### src/source/fsa_pkg.sv
package fsa_pkg;

	// image geometry.
	localparam int pixel_width = 8;
	localparam int img_hw = 12;
	localparam int img_ww = 12;

	// the column buffer keeps one word per image column.
	localparam int br_aw = img_ww;
	localparam int br_dw = 32;
	localparam int br_num = 4;
	localparam int bank_w = 2;

	// a buffer word holds {zero, valid, top row, bottom row}.
	localparam int bot_lsb = 0;
	localparam int top_lsb = bot_lsb + img_hw;
	localparam int val_bit = top_lsb + img_hw;

	// request register, ram read and output register.
	localparam int rd_latency = 3;

	// tag carried with each read slot so the data returns to its requester.
	typedef enum logic [1:0] {
		owner_none,
		owner_core,
		owner_host
	} owner_t;

	typedef enum logic [1:0] {
		st_idle,
		st_request,
		st_wait,
		st_done
	} readout_state_t;

endpackage

### src/source/fsa_core.sv
`timescale 1ns/1ns

module fsa_core (
	input  logic                            clk,
	input  logic                            resetn,
	input  logic [fsa_pkg::img_hw-1:0]      height,
	input  logic [fsa_pkg::img_ww-1:0]      width,
	input  logic [fsa_pkg::br_num-1:0]      bank_mask,
	input  logic [fsa_pkg::pixel_width-1:0] ref_data,
	input  logic                            s_axis_tvalid,
	input  logic [fsa_pkg::pixel_width-1:0] s_axis_tdata,
	input  logic                            s_axis_tuser,
	input  logic                            s_axis_tlast,
	output logic                            s_axis_tready,
	output logic                            sof,
	output logic [fsa_pkg::img_ww-1:0]      lft_v,
	output logic [fsa_pkg::img_ww-1:0]      rt_v,
	output logic                            core_rd_en,
	output logic [fsa_pkg::br_aw-1:0]       core_rd_addr,
	output logic [fsa_pkg::br_num-1:0]      wr_en,
	output logic [fsa_pkg::br_aw-1:0]       wr_addr,
	output logic [fsa_pkg::br_dw-1:0]       wr_data,
	input  logic [fsa_pkg::br_dw-1:0]       core_rd_data
);
	import fsa_pkg::*;

	logic              accept;
	logic [br_aw-1:0]  col_next;
	logic [img_ww-1:0] width_m1;
	logic [img_hw-1:0] height_m1;

	logic              dark_p0;
	logic              row_end_p0;
	logic              first_row_p0;
	logic [img_hw-1:0] y_p0;

	logic              vld_p1;
	logic              dark_p1;
	logic              row_end_p1;
	logic              first_row_p1;
	logic              last_row_p1;
	logic [br_aw-1:0]  x_p1;
	logic [img_hw-1:0] y_p1;

	logic              vld_p2;
	logic              dark_p2;
	logic              frame_end_p2;
	logic              first_row_p2;
	logic              last_row_p2;
	logic [br_aw-1:0]  x_p2;
	logic [img_hw-1:0] y_p2;

	logic              vld_p3;
	logic              dark_p3;
	logic              frame_end_p3;
	logic              first_row_p3;
	logic              last_row_p3;
	logic [br_aw-1:0]  x_p3;
	logic [img_hw-1:0] y_p3;

	logic              old_val;
	logic [img_hw-1:0] old_top;
	logic [img_hw-1:0] old_bot;
	logic              ent_val;
	logic [img_hw-1:0] ent_top;
	logic [img_hw-1:0] ent_bot;

	logic              lft_done;
	logic [img_ww-1:0] lft_edge;
	logic              rt_prev;
	logic [img_ww-1:0] rt_edge;

	assign s_axis_tready = 1'b1;
	assign accept = s_axis_tvalid && s_axis_tready;
	assign width_m1 = width - 1'b1;
	assign height_m1 = height - 1'b1;

	// column of the pixel being accepted.
	assign col_next = (s_axis_tuser || row_end_p0) ? '0 : core_rd_addr + 1'b1;

	// stage 0 issues the read of the column entry for the accepted pixel.
	always_ff @(posedge clk) begin
		if (!resetn) begin
			core_rd_en <= 1'b0;
			core_rd_addr <= '0;
			row_end_p0 <= 1'b0;
			first_row_p0 <= 1'b0;
			y_p0 <= '0;
		end else begin
			core_rd_en <= accept;
			if (accept) begin
				core_rd_addr <= col_next;
				row_end_p0 <= s_axis_tlast || (col_next == width_m1);
				if (s_axis_tuser) begin
					y_p0 <= '0;
					first_row_p0 <= 1'b1;
				end else if (row_end_p0) begin
					y_p0 <= y_p0 + 1'b1;
					first_row_p0 <= 1'b0;
				end
			end
		end
	end

	always_ff @(posedge clk) begin
		if (accept) begin
			dark_p0 <= s_axis_tdata < ref_data;
		end
	end

	// stages 1 to 3 hold the pixel while the entry comes back from the buffer.
	always_ff @(posedge clk) begin
		if (!resetn) begin
			vld_p1 <= 1'b0;
			vld_p2 <= 1'b0;
			vld_p3 <= 1'b0;
			row_end_p1 <= 1'b0;
			frame_end_p2 <= 1'b0;
			frame_end_p3 <= 1'b0;
			first_row_p1 <= 1'b0;
			first_row_p2 <= 1'b0;
			first_row_p3 <= 1'b0;
			last_row_p1 <= 1'b0;
			last_row_p2 <= 1'b0;
			last_row_p3 <= 1'b0;
		end else begin
			vld_p1 <= core_rd_en;
			vld_p2 <= vld_p1;
			vld_p3 <= vld_p2;
			row_end_p1 <= row_end_p0;
			frame_end_p2 <= row_end_p1 && last_row_p1;
			frame_end_p3 <= vld_p2 && frame_end_p2;
			first_row_p1 <= first_row_p0;
			first_row_p2 <= first_row_p1;
			first_row_p3 <= first_row_p2;
			last_row_p1 <= (y_p0 == height_m1);
			last_row_p2 <= last_row_p1;
			last_row_p3 <= last_row_p2;
		end
	end

	always_ff @(posedge clk) begin
		dark_p1 <= dark_p0;
		dark_p2 <= dark_p1;
		dark_p3 <= dark_p2;
		x_p1 <= core_rd_addr;
		x_p2 <= x_p1;
		x_p3 <= x_p2;
		y_p1 <= y_p0;
		y_p2 <= y_p1;
		y_p3 <= y_p2;
	end

	assign old_val = core_rd_data[val_bit];
	assign old_top = core_rd_data[top_lsb +: img_hw];
	assign old_bot = core_rd_data[bot_lsb +: img_hw];

	always_ff @(posedge clk) begin
		if (!resetn) begin
			wr_en <= '0;
			sof <= 1'b0;
		end else begin
			wr_en <= vld_p3 ? bank_mask : '0;
			sof <= frame_end_p3;
		end
	end

	// the first row ignores whatever the previous frame left in the entry.
	always_ff @(posedge clk) begin
		if (vld_p3) begin
			wr_addr <= x_p3;
			if (first_row_p3) begin
				ent_val <= dark_p3;
				ent_top <= '0;
				ent_bot <= '0;
			end else begin
				ent_val <= old_val || dark_p3;
				ent_top <= (dark_p3 && !old_val) ? y_p3 : old_top;
				ent_bot <= dark_p3 ? y_p3 : old_bot;
			end
		end
	end

	always_comb begin
		wr_data = '0;
		wr_data[val_bit] = ent_val;
		wr_data[top_lsb +: img_hw] = ent_top;
		wr_data[bot_lsb +: img_hw] = ent_bot;
	end

	// edge scan runs over the stored valid bits during the last row only.
	always_ff @(posedge clk) begin
		if (!resetn || !last_row_p3) begin
			lft_done <= 1'b0;
			lft_edge <= '0;
			rt_prev <= 1'b0;
			rt_edge <= '0;
		end else if (vld_p3) begin
			if (!lft_done && old_val) begin
				lft_edge <= x_p3;
			end
			if (!old_val) begin
				lft_done <= 1'b1;
			end
			// a new run starts after any invalid column, and an invalid column marks itself.
			rt_prev <= old_val;
			if (!rt_prev || !old_val) begin
				rt_edge <= x_p3;
			end
		end
	end

	always_ff @(posedge clk) begin
		if (!resetn) begin
			lft_v <= '0;
			rt_v <= '0;
		end else if (sof) begin
			lft_v <= lft_edge;
			rt_v <= rt_edge;
		end
	end

endmodule

### config.mk
export PLATFORM = sky130hd
export DESIGN_NAME = fsa_core
export DESIGN_NICKNAME = d
export VERILOG_FILES = /design/src/source/fsa_pkg.sv /design/src/source/fsa_core.sv
export SDC_FILE = /design/constraint.sdc
export NUM_CORES = 1
export LEC_CHECK = 0
export ABC_AREA = 1
export BUFFER_PORTS_ARGS = -buffer_cell sky130_fd_sc_hd__buf_2
export CORE_UTILIZATION = 54
export DETAILED_ROUTE_END_ITERATION = 6
export GPL_TIMING_DRIVEN = 0
export HOLD_SLACK_MARGIN = 0.02
export PLACE_DENSITY = 0.86
export SLEW_MARGIN = 20
export SYNTH_ARGS = -nofsm -noshare
export SYNTH_HDL_FRONTEND = slang
export SYNTH_SLANG_ARGS = --single-unit
### constraint.sdc
create_clock -name clk -period 2.85 [get_ports clk]
set_input_delay 0.57 -clock clk [delete_from_list [all_inputs] [get_ports clk]]
set_output_delay 0.57 -clock clk [all_outputs]
set_load 0.02 [all_outputs]
==> results by group <==
Placement
  • Placed Instances: 1233
  • Post-DP HPWL: 11940 um
  • Placed Area: 8772 um2
  • Port Buffers: 152
  • RePlAce Congestion: 0.8620

GRT
  • First-pass GRT wire length: 26270 um
  • Largest net degree at the start of global routing: 32
  • Total global-route track usage: 0.2194
  • Vias in the first global route: 5869
  • Total gr overflow: 0
  • Initial antenna violation count: 0

Synthesis
  • Multiplexer share of the synthesized area: 0
  • Mean area per synthesized cell: 8.660 um2
  • XOR/XNOR Fraction of Synth Area: 0.02602
  • YS warnings: 0
  • Top cells by area, synth: dfxtp_1 44%, edfxtp_1 15%, nor2_1 8.0%
  • Top_reg_cell synth: dfxtp_1
  • Async SR Flop Fraction: 0
  • #FFs+latches synth: 207
  • Post-synthesis sequential area ratio: 0.5844
  • Adder-Cell Fraction of Synth Area: 0.01778
  • Synth Cell Area: 7742 um2
  • Unique cell type count in the Yosys netlist: 37
  • Post-synth top area cell: dfxtp_1
  • Yosys top cell area share: 0.4370
  • Gate Count Post-Synth: 894
  • Post-synthesis compound-gate area fraction: 0.08872
  • Simple-Gate Fraction of Synth Area: 0.2153
  • Number of synthesized flops with an enable pin: 38
  • Largest family of logic cells by synthesized area: simple AND/OR/NAND/NOR gates

Final layout
  • Non-Filler Instances: 1269
  • Layout area overhead: 21.36%
  • Nets@finish: 1167
  • Fin util: 0.6743
  • Share of layout cells above drive strength 1: 0.2050
  • Post-layout instance area: 9397 um2

STA
  • Final Setup Violations: 0
  • Final Skew: 7.257 ps
  • Fmax: 490.1 MHz
  • Final Hold Vio Count: 0
  • Final Max Tran Viols: 0
  • Fin crit period: 2040 ps
  • Min Hold Slack: 303.4 ps
  • Tcrit/Tclk final: 0.7159
  • RSZ-0062 raised after global routing: false

Route
  • Routed len/inst: 13.00 um
  • Drt total wl: 16490 um
  • First-pass DRT Iterations: 5
  • DR iter-0 viols: 427
  • Vias/cell: 4.966
  • Residual DRC count: 0
  • DRT antenna net count: 0
  • Via count: 6302

Power and ir drop
  • Pwr dens: 632.4 nW/um2
  • Lkg Pwr: 4.424 nW
  • Max VDD drop: 0.3693 mV

Critical path
  • Crit path max fanout: 31
  • Worst path arrival time: 2430 ps
  • Critical setup path kind: flip-flop to flip-flop
  • Crit end category: flip-flop
  • Worst Path Required: 3230 ps
  • Startpoint types: flip-flop

Hold path
  • Hold crit path type: primary input to flip-flop

Clock network
  • CTS Sinks: 207
  • Hold Buf Count CTS: 0
  • CTS HTree Levels: 1
  • Num CTS Buffers: 20
  • Postcts setup bufs: 0
  • Clock slew seen by the registers of the worst setup and hold paths: 60 ps
  • Insertion delay of the later-clocked pin in the worst-skew pair: 480 ps
  • Maximum clock insertion buffer count: 3
  • CTS-repair resized insts: 0
  • Root buf cell: clkbuf_16
  • TritonCTS clock tree: built

Run
  • # Max-Cap Violations: 0

Floorplanning
  • Core ar.: 13930 um2
  • Die height: 121.7 um
  • Total die area: 14820 um2
  • Die Wd: 121.7 um
  • Number of I/O pins: 168
  • Row Count: 43
  • Starting Density: 0.5556

Outcome
  • Status: complete, no violations
## area by class of cell
cell class              count  area, um2
fillers                  1113       4538
well taps                 180      225.2
flip-flops and latches    207       4526
clock inverters             5      32.53
plain buffers              33      172.7
multi-input cells         568       2723
repair buffers            153      780.7
clock buffers              30      589.3
diodes                      1      2.502
inverters                  92      345.3
## cells in the final DEF, fill, tap and decap left out, types with 5 or more instances in the layout
master	n
a21oi_1	52
buf_2	152
buf_4	11
clkbuf_1	27
clkbuf_16	21
conb_1	8
dfxtp_1	168
edfxtp_1	38
ha_1	11
inv_1	82
inv_2	8
nand2_1	158
nand3_1	25
nand4_1	9
nor2_1	166
nor2_2	5
nor2_4	7
nor3_1	6
o21ai_0	77
xnor2_1	9
xor2_1	14
## metal layers
metal  vias to the layer above  global-route usage  part of all wire
met5                         -                   0                 0
met4                         0             0.08951             0.030
met3                        41             0.03792             0.062
met2                       244              0.3743              0.48
met1                      2820              0.2742              0.43
li1                       3197                   -                 -
## power by group
part	total (W)	internal (W)	leakage, nW	switching, W
Sequential	0.00309	0.00305	1.71	0.0000445
Combinational	0.000386	0.000150	2.41	0.000236
Clock	0.00246	0.00143	0.307	0.00103
## kinds of logic after synthesis
kind of cell | after synthesis
AO/OA/AOI/OAI | 135
XOR/XNOR | 23
adder cells (fa/ha/maj) | 11
buffers and inverters | 125
flip-flops | 207
other | 2
AND/OR/NAND/NOR | 391
## cell usage after synthesis, types with 2 or more instances
library cell	count
nor2_2	5
edfxtp_1	38
nand3b_1	3
dfxtp_1	169
conb_1	2
nand4_1	9
nand3_1	25
xnor2_1	9
xor2_1	14
clkinv_1	2
inv_1	82
clkbuf_1	21
inv_2	8
nor2_4	7
a21oi_1	52
nor3_1	6
o21ai_0	77
buf_4	11
nand3_2	2
nand2_1	158
ha_1	11
or2_2	2
o21ai_1	2
nor2_1	166
## worst paths after layout
| path | startpoint | to | slack, ps | depth (start not counted) |
|---|---|---|---|---|
| max | vld_p3 | rt_edge[10] | 810 | 6 |
| min | bank_mask[2] | wr_en[2] | 300 | 3 |
| max reg2reg | vld_p3 | rt_edge[10] | 810 | 6 |
| min reg2reg | x_p2[11] | x_p3[11] | 320 | 0 |
## worst max-delay path, cell delays in order, from the launching register on
cell and delay, ps:
dfxtp_2 510, buf_12 250, inv_1 100, a21oi_1 390, clkbuf_1 360, nand2_1 100
a21oi_1 230
## state kept, by name, indices dropped and copies added, names as in the netlist, 4 cells and up
register	flops
rt_edge	12
y_p0	12
core_rd_addr	12
wr_en	4
x_p2	12
lft_v	12
y_p1	12
lft_edge	12
y_p2	12
wr_addr	12
y_p3	12
x_p1	12
rt_v	12
ent_top	12
x_p3	12
ent_bot	12
## stage by stage
step                      worst slack, ps  total power [W]  setup TNS (ps)
after floorplan                     641.0         0.003394               0
after global placement             -110.4         0.003524          -951.1
after detailed placement            736.9         0.003539               0
after CTS                           801.2         0.005972               0
after global routing                698.6         0.006166               0
final                               809.8         0.005943               0
Power figures use the tool's default switching activity.
