--- src/source/fsa_pkg.sv ---
package fsa_pkg;

	// image geometry.
	localparam int pixel_width = 8;
	localparam int img_hw = 12;
	localparam int img_ww = 12;

	// the column buffer keeps one word per image column.
	localparam int br_aw = img_ww;
	localparam int br_dw = 32;
	localparam int br_num = 4;
	localparam int bank_w = 2;

	// a buffer word holds {zero, valid, top row, bottom row}.
	localparam int bot_lsb = 0;
	localparam int top_lsb = bot_lsb + img_hw;
	localparam int val_bit = top_lsb + img_hw;

	// request register, ram read and output register.
	localparam int rd_latency = 3;

	// tag carried with each read slot so the data returns to its requester.
	typedef enum logic [1:0] {
		owner_none,
		owner_core,
		owner_host
	} owner_t;

	typedef enum logic [1:0] {
		st_idle,
		st_request,
		st_wait,
		st_done
	} readout_state_t;

endpackage

--- src/source/column_readout.sv ---
`timescale 1ns/1ns

module column_readout (
	input  logic                       clk,
	input  logic                       resetn,
	input  logic                       start,
	input  logic [fsa_pkg::bank_w-1:0] bank,
	input  logic [fsa_pkg::img_ww-1:0] column,
	output logic                       host_req,
	output logic [fsa_pkg::bank_w-1:0] host_bank,
	output logic [fsa_pkg::br_aw-1:0]  host_addr,
	input  logic                       host_grant,
	input  logic [fsa_pkg::br_dw-1:0]  host_rd_data,
	output logic                       busy,
	output logic                       data_valid,
	output logic                       entry_valid,
	output logic [fsa_pkg::img_hw-1:0] entry_top,
	output logic [fsa_pkg::img_hw-1:0] entry_bot
);
	import fsa_pkg::*;

	typedef logic [$clog2(rd_latency)-1:0] cnt_t;

	readout_state_t state;
	cnt_t           wait_cnt;
	logic           last_wait;

	assign host_req = (state == st_request);
	assign busy = (state != st_idle);
	assign data_valid = (state == st_done);
	assign last_wait = (wait_cnt == cnt_t'(rd_latency - 1));

	always_ff @(posedge clk) begin
		if (!resetn) begin
			state <= st_idle;
			wait_cnt <= '0;
		end else begin
			case (state)
				st_idle: begin
					if (start) begin
						state <= st_request;
					end
				end
				st_request: begin
					if (host_grant) begin
						state <= st_wait;
						wait_cnt <= '0;
					end
				end
				st_wait: begin
					if (last_wait) begin
						state <= st_done;
					end else begin
						wait_cnt <= wait_cnt + 1'b1;
					end
				end
				default: begin
					state <= st_idle;
				end
			endcase
		end
	end

	always_ff @(posedge clk) begin
		if (state == st_idle && start) begin
			host_bank <= bank;
			host_addr <= column;
		end
		// the returned word is on host_rd_data on this last counted cycle.
		if (state == st_wait && last_wait) begin
			entry_valid <= host_rd_data[val_bit];
			entry_top <= host_rd_data[top_lsb +: img_hw];
			entry_bot <= host_rd_data[bot_lsb +: img_hw];
		end
	end

endmodule

--- config.mk ---
export PLATFORM = sky130hd
export DESIGN_NAME = column_readout
export DESIGN_NICKNAME = d
export VERILOG_FILES = /design/src/source/fsa_pkg.sv /design/src/source/column_readout.sv
export SDC_FILE = /design/constraint.sdc
export NUM_CORES = 1
export LEC_CHECK = 0
export ABC_AREA = 1
export BUFFER_PORTS_ARGS = -buffer_cell sky130_fd_sc_hd__buf_4
export CAP_MARGIN = 20
export CORE_MARGIN = 2
export CORE_UTILIZATION = 42
export DETAILED_ROUTE_END_ITERATION = 8
export PLACE_DENSITY = 0.9
export SLEW_MARGIN = 10
export SYNTH_ARGS = -nofsm -noshare
export SYNTH_HDL_FRONTEND = slang
export SYNTH_SLANG_ARGS = --single-unit
--- constraint.sdc ---
create_clock -name clk -period 1.7 [get_ports clk]
set_clock_uncertainty 0.05 [all_clocks]
set_input_delay 0.17 -clock clk [delete_from_list [all_inputs] [get_ports clk]]
set_output_delay 0.17 -clock clk [all_outputs]
set_load 0.01 [all_outputs]
==> impl_metrics.env, run 1 <==
export IMPL_post_drt_via_cell_ratio=4.393
export IMPL_area_delta_synth_final_pct=77.31
export IMPL_power_mw=2.653
export IMPL_clock_path_buffers=2
export IMPL_power_leakage_nw=1.167
export IMPL_fin_cells=267
export IMPL_maxSlewViolCount=0
export IMPL_crit_type="register to register"
export IMPL_setup_viol_count_final=0
export IMPL_fin_ws_ns=0.1741
export IMPL_reg2reg_depth=4
export IMPL_io_buffers=84
export IMPL_cts_reportedPaths_clkPinSlew_ns=0.12
export IMPL_drcViolationCount=0
export IMPL_cts_root_buf="clkbuf_4"
export IMPL_worstPathRequired_ns=1.64
export IMPL_drive_gt1_share_pct=42.08
export IMPL_antenna_found_initial=0
export IMPL_synth_area_mm2=0.001489
export IMPL_irDropWorstVdd_mv=0.7657
export IMPL_rows=21
export IMPL_power_density_mw_per_mm2=1005
export IMPL_cp_max_fo=14
export IMPL_min_from="resetn"
export IMPL_rsz0062_at_grt="no"
export IMPL_grt_pass1_wl_um=6499
export IMPL_synth_common_cells="edfxtp_1, nand2_1, inv_1"
export IMPL_vias=1173
export IMPL_grt_max_degree=26
export IMPL_synth_area_leaders="edfxtp_1, dfxtp_1, ha_1"
export IMPL_status="finished clean"
export IMPL_cts_tree="done"
export IMPL_final_util_pct=78.50
export IMPL_cts_resized=0
export IMPL_slew_headroom_pct=66.21
export IMPL_gr_total_overflow=0
export IMPL_period_share_pct=89.76
export IMPL_drtAntennaViolNets=0
export IMPL_synth_most_common_cell="edfxtp_1"
export IMPL_dieArea_mm2=0.004037
export IMPL_finalNetCount=276
export IMPL_regToRegSetupSlack_ns=0.17
export IMPL_initial_core_util_pct=44.27
export IMPL_tns_ns=0
export IMPL_drt_iter0_drc=60
export IMPL_async_reset_ff_share_pct=0
export IMPL_htreeDepth=2
export IMPL_cts_buffers=5
export IMPL_worst_skew_pair_late_latency_ns=0.34
export IMPL_synth_edff_count=39
export IMPL_hold_path_class="primary input to register"
export IMPL_tightest_slew_ns=0.5063
export IMPL_fp_dieH_um=63.54
export IMPL_worst_hold_path_endpoint="state[0]$_SDFFE_PN0P_"
export IMPL_avgSynthCellArea_um2=16.73
export IMPL_r2r_end="host_bank[0]$_DFFE_PP_"
export IMPL_arrival_ns=1.46
export IMPL_layout_min_cycle_time_ns=1.526
export IMPL_synth_seq_cells=43
export IMPL_pre_cts_slack_ns=0.1803
export IMPL_wirelength_um=4171
export IMPL_yosysUniqueCellTypes=7
export IMPL_dp_cells=220
export IMPL_end_kind="register"
export IMPL_seq_area_frac_synth_pct=84.03
export IMPL_firstDrtPassIters=4
export IMPL_wl_per_cell_um=15.62
export IMPL_synth_flop_cell="edfxtp_1"
export IMPL_track_usage_pct=22.46
export IMPL_cts_num_sinks=43
export IMPL_worstSetupStartpointType="register"
export IMPL_die_w_um=63.54
export IMPL_dp_hpwl_um=2466
export IMPL_syn_inst=89
export IMPL_yosys_warnings=0
export IMPL_pin_count=92
export IMPL_diodes=0
export IMPL_core_area_mm2=0.003363
export IMPL_syn_nets=145
export IMPL_drv_cap=0
export IMPL_whs_path_depth=3
export IMPL_grt_pass1_vias=1258
export IMPL_reg2reg_from="state[0]$_SDFFE_PN0P_"
export IMPL_hold_violations=0
export IMPL_yosysTopAreaCell="edfxtp_1"
export IMPL_gp_congestion=0.6905
export IMPL_fmax_ghz=0.6553
export IMPL_synth_top_area_share_pct=78.66
where the power goes:
group          switching (mW)  internal (mW)  total [mW]  leakage [nW]
registers              0.0652           1.33        1.39         0.391
logic                   0.400          0.389       0.789         0.750
clock network           0.318          0.152       0.470        0.0263
total                   0.783           1.87        2.65          1.17
kinds of logic after synthesis:
logic type,share of synthesized area [%]
buf+inv,3.278
simple gates,7.647
fa+ha+maj,5.042
flops,84.03
layout make-up:
cell class	count	area [um^2]
timing repair buffer	124	1041
multi-input combinational	33	188.9
clock inverter	3	15.01
fill	202	723.2
sequential	43	1251
clock buffer	5	37.54
inverter	13	48.80
tap	46	57.56
per-layer routing:
layer | track usage [%] | vias up | routed length (um)
met5 | 0 | - | 0
met4 | 8.424 | 0 | 72
met3 | 6.071 | 7 | 287
met2 | 42.63 | 62 | 2311
met1 | 23.23 | 542 | 1500
li1 | - | 562 | -
sequential cells by signal, indices dropped and copies added, names as in the netlist:
register	count
host_addr	12
wait_cnt	2
entry_valid	1
entry_top	12
state	2
entry_bot	12
host_bank	2
placed cells by master (no fill, tap or decap):
cell	n
ha_1	6
nand3_2	2
buf_12	1
edfxtp_1	39
buf_4	84
dlygate4sd3_1	39
clkinv_1	2
dfxtp_1	4
clkbuf_4	5
inv_1	13
clkinvlp_4	1
nand2_1	15
nor2_1	10
worst max-delay path, stage by stage (launching register included):
cell and delay (ns):
dfxtp_1 0.35, inv_1 0.13, ha_1 0.20, nand2_1 0.05, inv_1 0.38
worst max path at each step:
stage          cells past startpoint                      end             startpoint
6_report                           4   host_bank[0]$_DFFE_PP_  state[0]$_SDFFE_PN0P_
5_1_grt                            4   host_addr[4]$_DFFE_PP_  state[0]$_SDFFE_PN0P_
4_1_cts                            4   host_addr[8]$_DFFE_PP_  state[0]$_SDFFE_PN0P_
3_5_place_dp                       4  host_addr[10]$_DFFE_PP_  state[0]$_SDFFE_PN0P_
3_3_place_gp                       4   host_addr[0]$_DFFE_PP_  state[0]$_SDFFE_PN0P_
2_1_floorplan                      4   entry_bot[0]$_DFFE_PP_  state[0]$_SDFFE_PN0P_
through the flow:
stage / area [um^2] / hold WS, ns
6_report: 2640 / 0.03673
5_1_grt: 2640 / 0.02842
4_1_cts: 2640 / 0.02798
3_5_place_dp: 2197 / 0.2994
3_3_place_gp: 2197 / 0.2988
2_1_floorplan: 1489 / 0.2189
what timing repair did:
action,CTS,global route
endpoints found under the hold margin,39,0
buffers inserted,0,0
hold buffers,39,0
(Power assumes the default switching activity.)
==> inputs of run 2 (changes only) <==
Settings changed: CORE_MARGIN 2 to not set.
==> impl_metrics.env, run 2 (synthesized netlist as in run 1, its figures left out) <==
export IMPL_tightest_slew_ns=0.5538
export IMPL_drcViolationCount=0
export IMPL_setup_viol_count_final=0
export IMPL_rows=21
export IMPL_arrival_ns=1.49
export IMPL_fmax_ghz=0.6417
export IMPL_reg2reg_from="state[0]$_SDFFE_PN0P_"
export IMPL_vias=1211
export IMPL_end_kind="register"
export IMPL_tns_ns=0
export IMPL_grt_pass1_vias=1163
export IMPL_final_common_cell="buf_4"
export IMPL_startpoint="state[0]$_SDFFE_PN0P_"
export IMPL_drv_cap=0
export IMPL_core_area_mm2=0.003363
export IMPL_crit_type="register to register"
export IMPL_fp_dieH_um=61.54
export IMPL_internal_power_mw=2.034
export IMPL_combPwrFrac_pct=28.8
export IMPL_dp_cells=220
export IMPL_hold_path_class="primary input to register"
export IMPL_status="finished clean"
export IMPL_cts_reportedPaths_clkPinSlew_ns=0.12
export IMPL_mostFrequentLayoutCells="buf_4, edfxtp_1, dlygate4sd3_1"
export IMPL_cts_buffers=5
export IMPL_htreeDepth=2
export IMPL_grt_max_degree=26
export IMPL_power_density_mw_per_mm2=1057
export IMPL_area_delta_synth_final_pct=78.99
export IMPL_worst_skew_pair_late_latency_ns=0.34
export IMPL_power_mw=2.817
export IMPL_gr_total_overflow=0
export IMPL_worstPathRequired_ns=1.64
export IMPL_irDropWorstVdd_mv=0.8235
export IMPL_firstDrtPassIters=4
export IMPL_die_w_um=61.54
export IMPL_clock_path_buffers=2
export IMPL_io_buffers=84
export IMPL_layout_min_cycle_time_ns=1.558
export IMPL_rsz0062_at_grt="no"
export IMPL_power_leakage_nw=1.180
export IMPL_dieArea_mm2=0.003787
export IMPL_cts_num_sinks=43
export IMPL_worstSetupStartpointType="register"
export IMPL_initial_core_util_pct=44.27
export IMPL_wirelength_um=4239
export IMPL_seqPwrFrac_pct=49.5
export IMPL_antenna_found_initial=1
export IMPL_clock_power_share_pct=21.8
export IMPL_drt_iter0_drc=49
export IMPL_hold_violations=0
export IMPL_slew_headroom_pct=63.04
export IMPL_switching_share_pct=27.79
export IMPL_wl_per_cell_um=15.82
export IMPL_pin_count=92
export IMPL_drtAntennaViolNets=0
export IMPL_design_area_mm2=0.002665
export IMPL_gp_congestion=0.5964
export IMPL_min_from="resetn"
export IMPL_cts_resized=0
export IMPL_postPlaceCellArea_mm2=0.002197
export IMPL_postCtsSetupBuffers=0
export IMPL_dp_hpwl_um=2358
export IMPL_period_share_pct=91.67
export IMPL_cts_hold_buffers_added=39
export IMPL_finalNetCount=276
export IMPL_cp_max_fo=14
export IMPL_grt_pass1_wl_um=5547
export IMPL_drive_gt1_share_pct=42.08
export IMPL_reg_top3="entry_bot x12, entry_top x12, host_addr x12"
export IMPL_cts_root_buf="clkbuf_4"
export IMPL_cts_tree="done"
export IMPL_track_usage_pct=22.51
export IMPL_switching_power_uw=782.7
export IMPL_maxSlewViolCount=0
export IMPL_fin_cells=268
export IMPL_post_drt_via_cell_ratio=4.519
==> run 2: cell types whose count changed in the layout (fill, tap and decap cells not counted), sizes merged <==
cell | previous run | this run
clkinv | 2 | 0
bufinv | 0 | 1
diode | 0 | 1
clkinvlp | 1 | 0
clkbuf | 5 | 7
==> run 2: critical path, stage by stage (launching register included) <==
cell	delay (ns)
dfxtp_1	0.35
inv_1	0.13
ha_1	0.21
nand2_1	0.06
inv_1	0.41
==> run 2: stage by stage <==
stage	util (%)	hold slack [ns]	worst slack (ns)
final	79.24	0.02846	0.1417
after global placement	65.33	0.2984	0.2622
after floorplan	-	0.2189	0.1156
after detailed placement	65.33	0.2995	0.1730
after global routing	79.24	0.01182	0.07872
after CTS	79.17	0.03316	0.1678
==> run 2: final cells by class <==
type	instances	area, um^2
diodes	1	2.502
well taps	46	57.56
fillers	195	698.2
inverters	13	48.80
clock buffers	7	45.04
clock inverters	1	30.03
repair buffers	124	1041
multi-input cells	33	188.9
flip-flops and latches	43	1251
==> run 2: worst paths after layout <==
path / end / slack (ns) / cells past startpoint
worst max-delay path: host_addr[2]$_DFFE_PP_ / 0.14 / 4
worst min-delay path: state[1]$_SDFFE_PN0P_ / 0.03 / 3
worst max register to register: host_addr[2]$_DFFE_PP_ / 0.14 / 4
worst min register to register: wait_cnt[1]$_SDFFE_PN0P_ / 0.51 / 4
==> run 2: power groups by stage <==
stage	combinational, mW	clock, mW	sequential, mW
detailed placement	0.718	0	1.41
finish	0.810	0.614	1.39
floorplan	0.302	0	1.46
global route	0.880	0.674	1.40
CTS	0.796	0.615	1.39
global placement	0.671	0	1.40
==> run 2: per-layer routing <==
layer / share of wire (%) / track usage (%) / routed length [um]
met4: 4.7 / 13.65 / 201
met1: 34 / 21.99 / 1436
met5: 0 / 0 / 0
met2: 53 / 40.40 / 2264
met3: 7.9 / 7.983 / 337
