[src/source/fsa_pkg.sv]
package fsa_pkg;

	// image geometry.
	localparam int pixel_width = 8;
	localparam int img_hw = 12;
	localparam int img_ww = 12;

	// the column buffer keeps one word per image column.
	localparam int br_aw = img_ww;
	localparam int br_dw = 32;
	localparam int br_num = 4;
	localparam int bank_w = 2;

	// a buffer word holds {zero, valid, top row, bottom row}.
	localparam int bot_lsb = 0;
	localparam int top_lsb = bot_lsb + img_hw;
	localparam int val_bit = top_lsb + img_hw;

	// request register, ram read and output register.
	localparam int rd_latency = 3;

	// tag carried with each read slot so the data returns to its requester.
	typedef enum logic [1:0] {
		owner_none,
		owner_core,
		owner_host
	} owner_t;

	typedef enum logic [1:0] {
		st_idle,
		st_request,
		st_wait,
		st_done
	} readout_state_t;

endpackage

[src/source/buffer_read_arbiter.sv]
`timescale 1ns/1ns

module buffer_read_arbiter (
	input  logic                       clk,
	input  logic                       resetn,
	input  logic [fsa_pkg::bank_w-1:0] scan_bank,
	input  logic                       core_rd_en,
	input  logic [fsa_pkg::br_aw-1:0]  core_rd_addr,
	input  logic                       host_req,
	input  logic [fsa_pkg::bank_w-1:0] host_bank,
	input  logic [fsa_pkg::br_aw-1:0]  host_addr,
	output logic [fsa_pkg::br_dw-1:0]  core_rd_data,
	output logic                       host_grant,
	output logic [fsa_pkg::br_dw-1:0]  host_rd_data,
	output logic                       buf_rd_en,
	output logic [fsa_pkg::bank_w-1:0] buf_rd_bank,
	output logic [fsa_pkg::br_aw-1:0]  buf_rd_addr,
	input  logic [fsa_pkg::br_dw-1:0]  buf_rd_data
);
	import fsa_pkg::*;

	owner_t req_owner;
	owner_t ram_owner;

	// the stream never waits, so the host only gets the slots the core leaves free.
	assign host_grant = host_req && !core_rd_en;

	always_ff @(posedge clk) begin
		if (!resetn) begin
			buf_rd_en <= 1'b0;
			req_owner <= owner_none;
			ram_owner <= owner_none;
		end else begin
			buf_rd_en <= core_rd_en || host_grant;
			ram_owner <= req_owner;
			if (core_rd_en) begin
				req_owner <= owner_core;
			end else if (host_grant) begin
				req_owner <= owner_host;
			end else begin
				req_owner <= owner_none;
			end
		end
	end

	always_ff @(posedge clk) begin
		if (core_rd_en) begin
			buf_rd_addr <= core_rd_addr;
			buf_rd_bank <= scan_bank;
		end else if (host_grant) begin
			buf_rd_addr <= host_addr;
			buf_rd_bank <= host_bank;
		end
	end

	// ram_owner lines up with the word now leaving the buffer.
	always_ff @(posedge clk) begin
		if (ram_owner == owner_core) begin
			core_rd_data <= buf_rd_data;
		end
		if (ram_owner == owner_host) begin
			host_rd_data <= buf_rd_data;
		end
	end

endmodule

[config.mk]
export PLATFORM = sky130hd
export DESIGN_NAME = buffer_read_arbiter
export DESIGN_NICKNAME = d
export VERILOG_FILES = /design/src/source/fsa_pkg.sv /design/src/source/buffer_read_arbiter.sv
export SDC_FILE = /design/constraint.sdc
export NUM_CORES = 1
export LEC_CHECK = 0
export CAP_MARGIN = 0
export CELL_PAD_IN_SITES_DETAIL_PLACEMENT = 1
export CELL_PAD_IN_SITES_GLOBAL_PLACEMENT = 1
export CORE_MARGIN = 8
export CORE_UTILIZATION = 49
export CTS_CLUSTER_DIAMETER = 60
export DETAILED_ROUTE_END_ITERATION = 6
export DONT_BUFFER_PORTS = 1
export PLACE_DENSITY_LB_ADDON = 0.1
export SYNTH_ARGS = -nofsm -noshare
export SYNTH_HDL_FRONTEND = slang
export SYNTH_SLANG_ARGS = --single-unit
[constraint.sdc]
create_clock -name clk -period 2.6 [get_ports clk]
set_clock_uncertainty 0.2 [all_clocks]
set_input_delay 0.26 -clock clk [delete_from_list [all_inputs] [get_ports clk]]
set_output_delay 0.26 -clock clk [all_outputs]
set_load 0.01 [all_outputs]
==> impl_results.md, run 1 <==
- Vias in the first global route: roughly 1500
- Outcome: completed
- Setup violators final: 0
- CTS tree: built
- Min cycle time layout: 2.39 ns
- DRC errors left: 0
- Final net count: 247
- Number of fill cells: 429
- Antenna violations before repair: 1
- Total grt overflow: 0
- HP Start: req_owner[0]
- Worst slew margin: 0.489
- R2r setup slk: 1.03 ns
- Max-cap violations: 0
- H-tree Lvls: 3
- Num CTS Buffers: 9
- Final Hold Viols: 0
- CP Class: in -> reg
- Post-Syn Area: 0.00272 mm2
- Post-CTS Hold Buffers: 64
- Die area: 0.00818 mm2
- CTS Buffer Depth: 2
- Crit Path Max Fanout: 16
- Origin of the critical flop-to-flop path: ram_owner[0]
- Final Slew Violations: 0
- Port bufs: 0
- Core Region: 0.00544 mm2
- Routed via count: ~1300
- DRT antenna net count: 0
- Synthesis Warnings: 0
- Routed len/inst: roughly 25 um
- Clock sink count: 83
- Largest net degree at the start of global routing: 26
- Die H: 90.4 um
- Post-CTS Setup Bufs: 0
- CP startpoint kind: primary input
- RePlAce Congestion: 0.635
- Placed cell count: 180
- Drt initial violations: 55
- Hold Path Class: reg -> reg
- Synth cell types: 13
- Drt pass-1 iters: 4
- Least-Margin Pin Slew: 0.763 ns
- Final TNS setup: 0 ns
- Worst-path clk slew: 0.08 ns
- Rows: 27
- Clock root buffer: clkbuf_8
- Gr usage total: 0.160
- Power Density: 760 mW/mm2
- I/O pins: about 140
- Average vias per placed instance: 5.08
- CP endpoint kind: flop
- FF+latch count, synth: 83
- RSZ-0062 raised after global routing: no
- Syn_nets: between 150 and 200
- P_leak: 1.28 nW
- Area growth from synthesis to layout: 36.4%
- Crit share post-route: 0.920
- Cell Count, Final, Fillers Out: 261
- Routed WL: 6550 um
- WP data required: around 2.5 ns
- Fmax: 0.418 GHz
- Layout cells sized above 1: 0.191
- Global-route wire length before repair: 9740 um
- Share of the yosys chip area belonging to registers: 0.900
- Post_cts resized: 0
- Syn Area/Cell: 25.1 um2
- Starting density of the core: 0.499
- Critical Path Source: core_rd_en
- HPWL after detailed placement: 3980 um
- Critical Path AT: ~2.3 ns
- Gate Count Post-Synth: 108
- VDD IR max: 0.348 mV
- Clock Latency Late Sink: 0.34 ns
- Die Width: 90.4 um
==> cells in the final DEF (no fill, tap or decap), types with 2 or more instances in the layout <==
cell / instances
bufinv_16: 3
edfxtp_1: 78
dlygate4sd3_1: 64
mux2_4: 5
dfxtp_1: 5
buf_12: 2
and2_1: 2
mux2_2: 9
nor2b_2: 2
clkbuf_8: 9
==> final cells by class <==
cell class,instances,area (um2),share of cell area
multi-input cells,23,246,0.0666
well taps,72,90.1,0.0243
flip-flops and latches,83,2440,0.660
clock buffers,10,128,0.0345
diodes,1,2.50,0.000676
repair buffers,66,681,0.184
clock inverters,6,113,0.0304
==> flip-flops by register name (all words and copies together) (netlist names) <==
name,cells
core_rd_data,32
host_rd_data,32
buf_rd_addr,12
buf_rd_bank,2
ram_owner,2
req_owner,2
buf_rd_en,1
==> where the power goes <==
part / leakage (nW) / internal (mW) / switching [mW]
combinational: 0.393 / 0.0985 / 0.0541
sequential: 0.768 / 1.52 / 0.0501
clock: 0.121 / 0.642 / 0.449
total: 1.28 / 2.26 / 0.553
==> cells in the mapped netlist <==
master / number / area (um2)
buf_6: 1 / 11.3
mux2_2: 9 / 101
edfxtp_1: 78 / 2340
and2_1: 2 / 12.5
or2_1: 1 / 6.26
nor2b_1: 2 / 12.5
mux2_4: 5 / 75.1
dfxtp_1: 5 / 100
and2b_2: 1 / 8.76
and2_2: 1 / 7.51
buf_12: 1 / 20.0
and3b_2: 1 / 10.0
o21a_1: 1 / 7.51
==> critical path: stages <==
cell and delay, ns:
dlygate4sd3_1 1.03, mux2_2 0.42, dlygate4sd3_1 0.56
==> logic make-up after synthesis <==
| logic type | after synthesis | synth area share |
|---|---|---|
| AO/OA/AOI/OAI | 1 | 0.00277 |
| flip-flops | 83 | 0.900 |
| buffers and inverters | 2 | 0.0115 |
| multiplexers | 14 | 0.0650 |
| AND/OR/NAND/NOR | 8 | 0.0212 |
==> metrics by stage <==
stage	util	setup slack, ns	cell area (um2)	hold slack, ns	total power [mW]
finish	0.681	0.209	3700	0.238	2.82
global route	0.681	0.137	3700	0.269	2.90
CTS	0.680	0.250	3700	0.242	2.82
detailed placement	0.518	1.04	2820	0.159	1.65
global placement	0.518	1.10	2820	0.159	1.65
floorplan	-	0.198	2720	0.159	1.64
==> routing by layer <==
layer | wire length (um) | part of all wire | GRT usage
met5 | 0 | 0 | 0
met4 | 87 | 0.013 | 0.0693
met1 | 2340 | 0.36 | 0.151
met2 | 3320 | 0.51 | 0.267
met3 | 806 | 0.12 | 0.102
==> path summary, 6_finish.rpt <==
kind / end / depth (start not counted)
max: buf_rd_bank[1] / 3
min: ram_owner[0] / 1
max reg2reg: core_rd_data[4] / 2
min reg2reg: ram_owner[0] / 1
No activity file was read; power rests on OpenSTA's default activity.
==> run 2, diff against run 1 <==
- CORE_UTILIZATION: 49 -> 53
- MAX_ROUTING_LAYER: not set -> met4
- clock period: 2.6 -> 2.9 ns (I/O delays scaled with it)
==> run 2 against run 1 <==
  * Core utilization up 4.1 points
  * Die area shrank 6.2%
  * Global-route usage is 3.3 points higher
  * Flip-flop and latch count did not move
  * Sequential share of layout area grew 1.6 points
  * Largest cell class unchanged
  * Non-clock buffer count did not move
  * Critical path type unchanged
  * Register-to-register slack improved by 0.18 ns
  * Sequential power decreased by 10%
  * Clock-buffer cell count did not move
  * Design area decreased by 2.3%
==> impl_results.md, run 2 (synthesis results as in run 1) <==
- HPWL after detailed placement: 4060 um
- Crit Path Max Fanout: 16
- Critical path's slowest cell: dlygate4sd3_1
- RePlAce Congestion: 0.669
- Final net count: 247
- Hold Path Class: reg -> reg
- Routed len/inst: 27.2 um
- DRT antenna net count: 0
- Area growth from synthesis to layout: 33.2%
- Routed via count: 1316
- Cell Chain, Critical Path: dlygate4sd3_1 > mux2_2 > dlygate4sd3_1
- Multi-input logic area: 246 um2
- Largest net degree at the start of global routing: 25
- Min cycle time layout: 2.48 ns
- Routed WL: 7010 um
- Cell family contributing the most delay on the critical path: buffers and inverters
- Port bufs: 0
- Vias in the first global route: between 1500 and 2000
- CP startpoint kind: primary input
- RSZ-0062 raised after global routing: no
- Hold Worst Slack: 0.255 ns
- Average vias per placed instance: 5.10
- Drt initial violations: 91
- Final TNS setup: 0 ns
- Setup violators final: 0
- H-tree Lvls: 3
- Die area: 0.00767 mm2
- Number of fill cells: 392
- CP Class: in -> reg
- CTS Buffer Depth: 2
- Global-route wire length before repair: 10000 um
- Commonest non-fill, non-tap cell in the layout: edfxtp_1
- Die Width: about 88 um
- Outcome: completed
- I/O pins: 144
- Layout cells sized above 1: 0.176
- VDD IR max: between 0.2 and 0.3 mV
- Antenna violations before repair: 0
- Clock Latency Late Sink: 0.32 ns
- Total grt overflow: 0
- Commonest cells after routing, fill and taps aside: edfxtp_1, dlygate4sd3_1, mux2_2, clkbuf_8
- Clock root buffer: clkbuf_8
- Num CTS Buffers: 9
- Die H: ~90 um
- DRC errors left: 0
- Crit path buffers/inverters: 2
- Clock sink count: 83
- Drt pass-1 iters: 4
- Critical Path AT: roughly 2.4 ns
- # diodes: 0
- WP data required: 2.78 ns
- Largest regs: core_rd_data x32, host_rd_data x32, buf_rd_addr x12
- Most used cell, CP: dlygate4sd3_1
- CP endpoint kind: flop
- Core Region: about 0.0050 mm2
- CTS tree: built
- Power Density: approximately 640 mW/mm2
- Starting density of the core: 0.542
- Crit share post-route: 0.856
- Max-cap violations: 0
- Reg area: roughly 0.0024 mm2
- Fmax: 0.403 GHz
- Gr usage total: 0.193
- Rows: 26
- Final Hold Viols: 0
- Least-Margin Pin Slew: 0.823 ns
- Worst-path clk slew: around 0.07 ns
- Final Slew Violations: 0
- Worst slew margin: 0.449
- R2r setup slk: 1.21 ns
- Slowest cell delay on critical path: between 1 and 1.5 ns
- P_leak: 1.24 nW
- Post_cts resized: 0
-- run 2: cell count changes in the layout (fill, tap and decap cells not counted), sizes merged --
cell / before / now
bufinv: 3 / 1
clkinv: 2 / 3
inv: 1 / 0
clkinvlp: 0 / 2
diode: 1 / 0
-- run 2: layout make-up --
| cell class | instances | area share |
|---|---|---|
| clock buffers | 10 | 0.0353 |
| flip-flops and latches | 83 | 0.675 |
| clock inverters | 6 | 0.0156 |
| multi-input cells | 23 | 0.0682 |
| well taps | 70 | 0.0242 |
| repair buffers | 66 | 0.181 |
-- run 2: worst paths after layout --
kind                                   start               end  cells after the start
worst max-delay path              core_rd_en   buf_rd_addr[10]                      3
worst min register to register  req_owner[1]      ram_owner[1]                      1
worst max register to register  ram_owner[0]  core_rd_data[20]                      2
worst min-delay path            req_owner[1]      ram_owner[1]                      1
-- run 2: timing repair --
item,CTS,global route
hold buffers,64,0
hold endpoints to repair,83,0
setup buffers,0,0
setup endpoints to repair,0,0
-- run 2: metrics by stage --
stage	instance area [um2]	setup slack (ns)	std cells	power (mW)	utilization
finish	3620	0.418	258	2.33	0.722
floorplan	2720	0.498	108	1.47	-
detailed placement	2790	1.19	178	1.48	0.557
CTS	3620	0.539	258	2.32	0.722
global placement	2790	1.28	178	1.48	0.557
global route	3620	0.413	258	2.41	0.722
-- run 2: worst reg2reg max path, delay by kind of cell (launching register included) --
kind / cells / cell delay [ns]
buf+inv: 1 / 0.41
flops: 1 / 0.34
simple gates: 1 / 0.41
-- run 2: routing by layer --
metal | track usage | wire (um) | up-vias
li1 | - | - | 570
met1 | 0.199 | 2730 | 647
met4 | 0.0531 | 40 | 0
met5 | - | 0 | -
met2 | 0.322 | 3650 | 95
met3 | 0.0910 | 590 | 4
-- run 2: power by group --
group | switching, mW | internal, mW | total (mW) | leakage [nW]
logic | 0.0495 | 0.0862 | 0.136 | 0.387
registers | 0.0454 | 1.36 | 1.41 | 0.768
clock network | 0.391 | 0.390 | 0.781 | 0.0850
==> run 3, diff against run 2 <==
- CORE_ASPECT_RATIO: not set -> 1.2
- CORE_UTILIZATION: 53 -> 35
==> run 3 against run 2 <==
  * Critical endpoint is now buf_rd_addr[5]
  * Fmax increased by 3.4%
  * Worst setup slack better by 0.081 ns
  * Clock power is 5.8% lower
  * Largest cell class unchanged
==> impl_results.md, run 3 (synthesis results as in run 1) <==
- Die H: 112 um
- Core Region: 0.00762 mm2
- WP data required: 2.80 ns
- Power Density: 625 mW/mm2
- Average vias per placed instance: 4.63
- Critical Path End: buf_rd_addr[5]
- Global-route wire length before repair: 8850 um
- Critical path depth: 3
- Sw Share: 0.222
- DRC errors left: 0
- Port bufs: 0
- Starting density of the core: 0.356
- Final Slew Violations: 0
- Least-Margin Pin Slew: 0.926 ns
- Routed via count: between 1000 and 1500
- RePlAce Congestion: 0.632
- Number of fill cells: 706
- Critical Path Source: core_rd_en
- Routed len/inst: 22.8 um
- Die area: 0.0108 mm2
- Worst slew margin: 0.381
- Vias in the first global route: ~1600
- Reg area: 0.00244 mm2
- Setup violators final: 0
- H-tree Lvls: 3
- Logic gate share of total power: 0.058
- Gr usage total: 0.119
- Seq pwr share: 0.619
- RSZ-0062 raised after global routing: no
- Hold Path Class: reg -> reg
- Max-cap violations: 0
- R2r setup slk: 1.15 ns
- Cell Chain, Critical Path: dlygate4sd3_1 > mux2_2 > dlygate4sd3_1
- Critical Path AT: around 2.3 ns
- Post_cts resized: 0
- Crit path buffers/inverters: 2
- Clock sink count: a little over 80
- Final Hold Viols: 0
- Slowest cell delay on critical path: between 1 and 1.5 ns
- Worst reg2reg path depth: 1
- Final net count: about 250
- Drt initial violations: 38
- Num CTS Buffers: 9
- HPWL after detailed placement: 4330 um
- Antenna violations before repair: 0
- HP Start: req_owner[0]
- Routed WL: 6350 um
- Min cycle time layout: 2.40 ns
- Fmax: 0.417 GHz
- Clock root buffer: clkbuf_8
- Most used cell, CP: dlygate4sd3_1
- Multi-input logic area: around 260 um2
- CP startpoint kind: primary input
- I/O pins: between 100 and 150
- Largest regs: core_rd_data x32, host_rd_data x32, buf_rd_addr x12
- Die Width: 96.4 um
- P_leak: 1.23 nW
- Rows: 35
- Largest net degree at the start of global routing: 33
- Drt pass-1 iters: 4
- VDD IR max: 0.235 mV
- # diodes: 0
- R2r endpoint: host_rd_data[1]
- Area growth from synthesis to layout: 34.1%
- Total grt overflow: 0
- CP Class: in -> reg
- CTS tree: built
- Commonest non-fill, non-tap cell in the layout: edfxtp_1
- Crit share post-route: 0.828
- Final TNS setup: 0 ns
- Crit Path Max Fanout: 16
- Outcome: completed
- Clock group share of total power: 0.323
- CP endpoint kind: flop
- Hold Worst Slack: ~0.25 ns
- Clock Latency Late Sink: 0.34 ns
- Net switching power: 505 uW
- CTS Buffer Depth: 2
- DRT antenna net count: 0
- Internal: 1.77 mW
- Worst-path clk slew: 0.08 ns
- Origin of the critical flop-to-flop path: ram_owner[1]
- Commonest cells after routing, fill and taps aside: edfxtp_1, dlygate4sd3_1, mux2_2, clkbuf_8
- Cell family contributing the most delay on the critical path: buffers and inverters
- Critical path's slowest cell: dlygate4sd3_1
- Layout cells sized above 1: 0.187
==> run 3: cell types whose count changed in the layout (fill, tap and decap cells not counted) <==
cell / previous run / this run
bufinv_16: 1 / 0
clkinv_4: 0 / 2
inv_6: 0 / 2
nor2b_2: 2 / 0
nor2b_4: 0 / 2
buf_4: 2 / 1
clkinv_1: 3 / 0
==> run 3: per-stage QoR <==
stage / power, mW / utilization / instances / area (um2) / setup WS (ns)
final: 2.28 / 0.478 / 279 / 3640 / 0.499
after global routing: 2.37 / 0.478 / 279 / 3640 / 0.456
after CTS: 2.31 / 0.478 / 279 / 3640 / 0.522
after detailed placement: 1.48 / 0.370 / 199 / 2820 / 1.11
after global placement: 1.48 / 0.370 / 199 / 2820 / 1.16
after floorplan: 1.47 / - / 108 / 2720 / 0.498
==> run 3: layer usage <==
metal  GRT usage  up-vias  part of all wire
met3      0.0621        6              0.10
met2       0.195       94              0.53
met4      0.0607        0             0.015
met5           -        -                 0
met1       0.108      623              0.36
li1            -      570                 -
==> run 3: worst min-delay path by stage <==
stage / to / slack [ns] / cells after the start
3_5_place_dp: host_rd_data[18] / 0.19 / 0
4_1_cts: ram_owner[0] / 0.26 / 1
6_report: ram_owner[0] / 0.25 / 1
2_1_floorplan: core_rd_data[0] / 0.19 / 0
3_3_place_gp: core_rd_data[20] / 0.19 / 0
5_1_grt: ram_owner[0] / 0.28 / 1
==> run 3: cell type report <==
| class | instances | area share |
|---|---|---|
| tap | 92 | 0.0316 |
| clock inverter | 6 | 0.0138 |
| multi-input combinational | 23 | 0.0705 |
| timing repair buffer | 65 | 0.178 |
| clock buffer | 10 | 0.0351 |
| sequential | 83 | 0.671 |
==> run 3: repair_timing <==
item                                   in CTS  in global routing
hold buffers                               64                  0
endpoints found under the hold margin      83                  0
setup buffers                               0                  0
==> run 3: power groups by stage <==
stage / clock network, mW / registers (mW) / logic [mW]
floorplan: 0 / 1.43 / 0.0420
detailed placement: 0 / 1.44 / 0.0439
finish: 0.736 / 1.41 / 0.131
global route: 0.813 / 1.41 / 0.142
global placement: 0 / 1.44 / 0.0414
CTS: 0.766 / 1.41 / 0.131
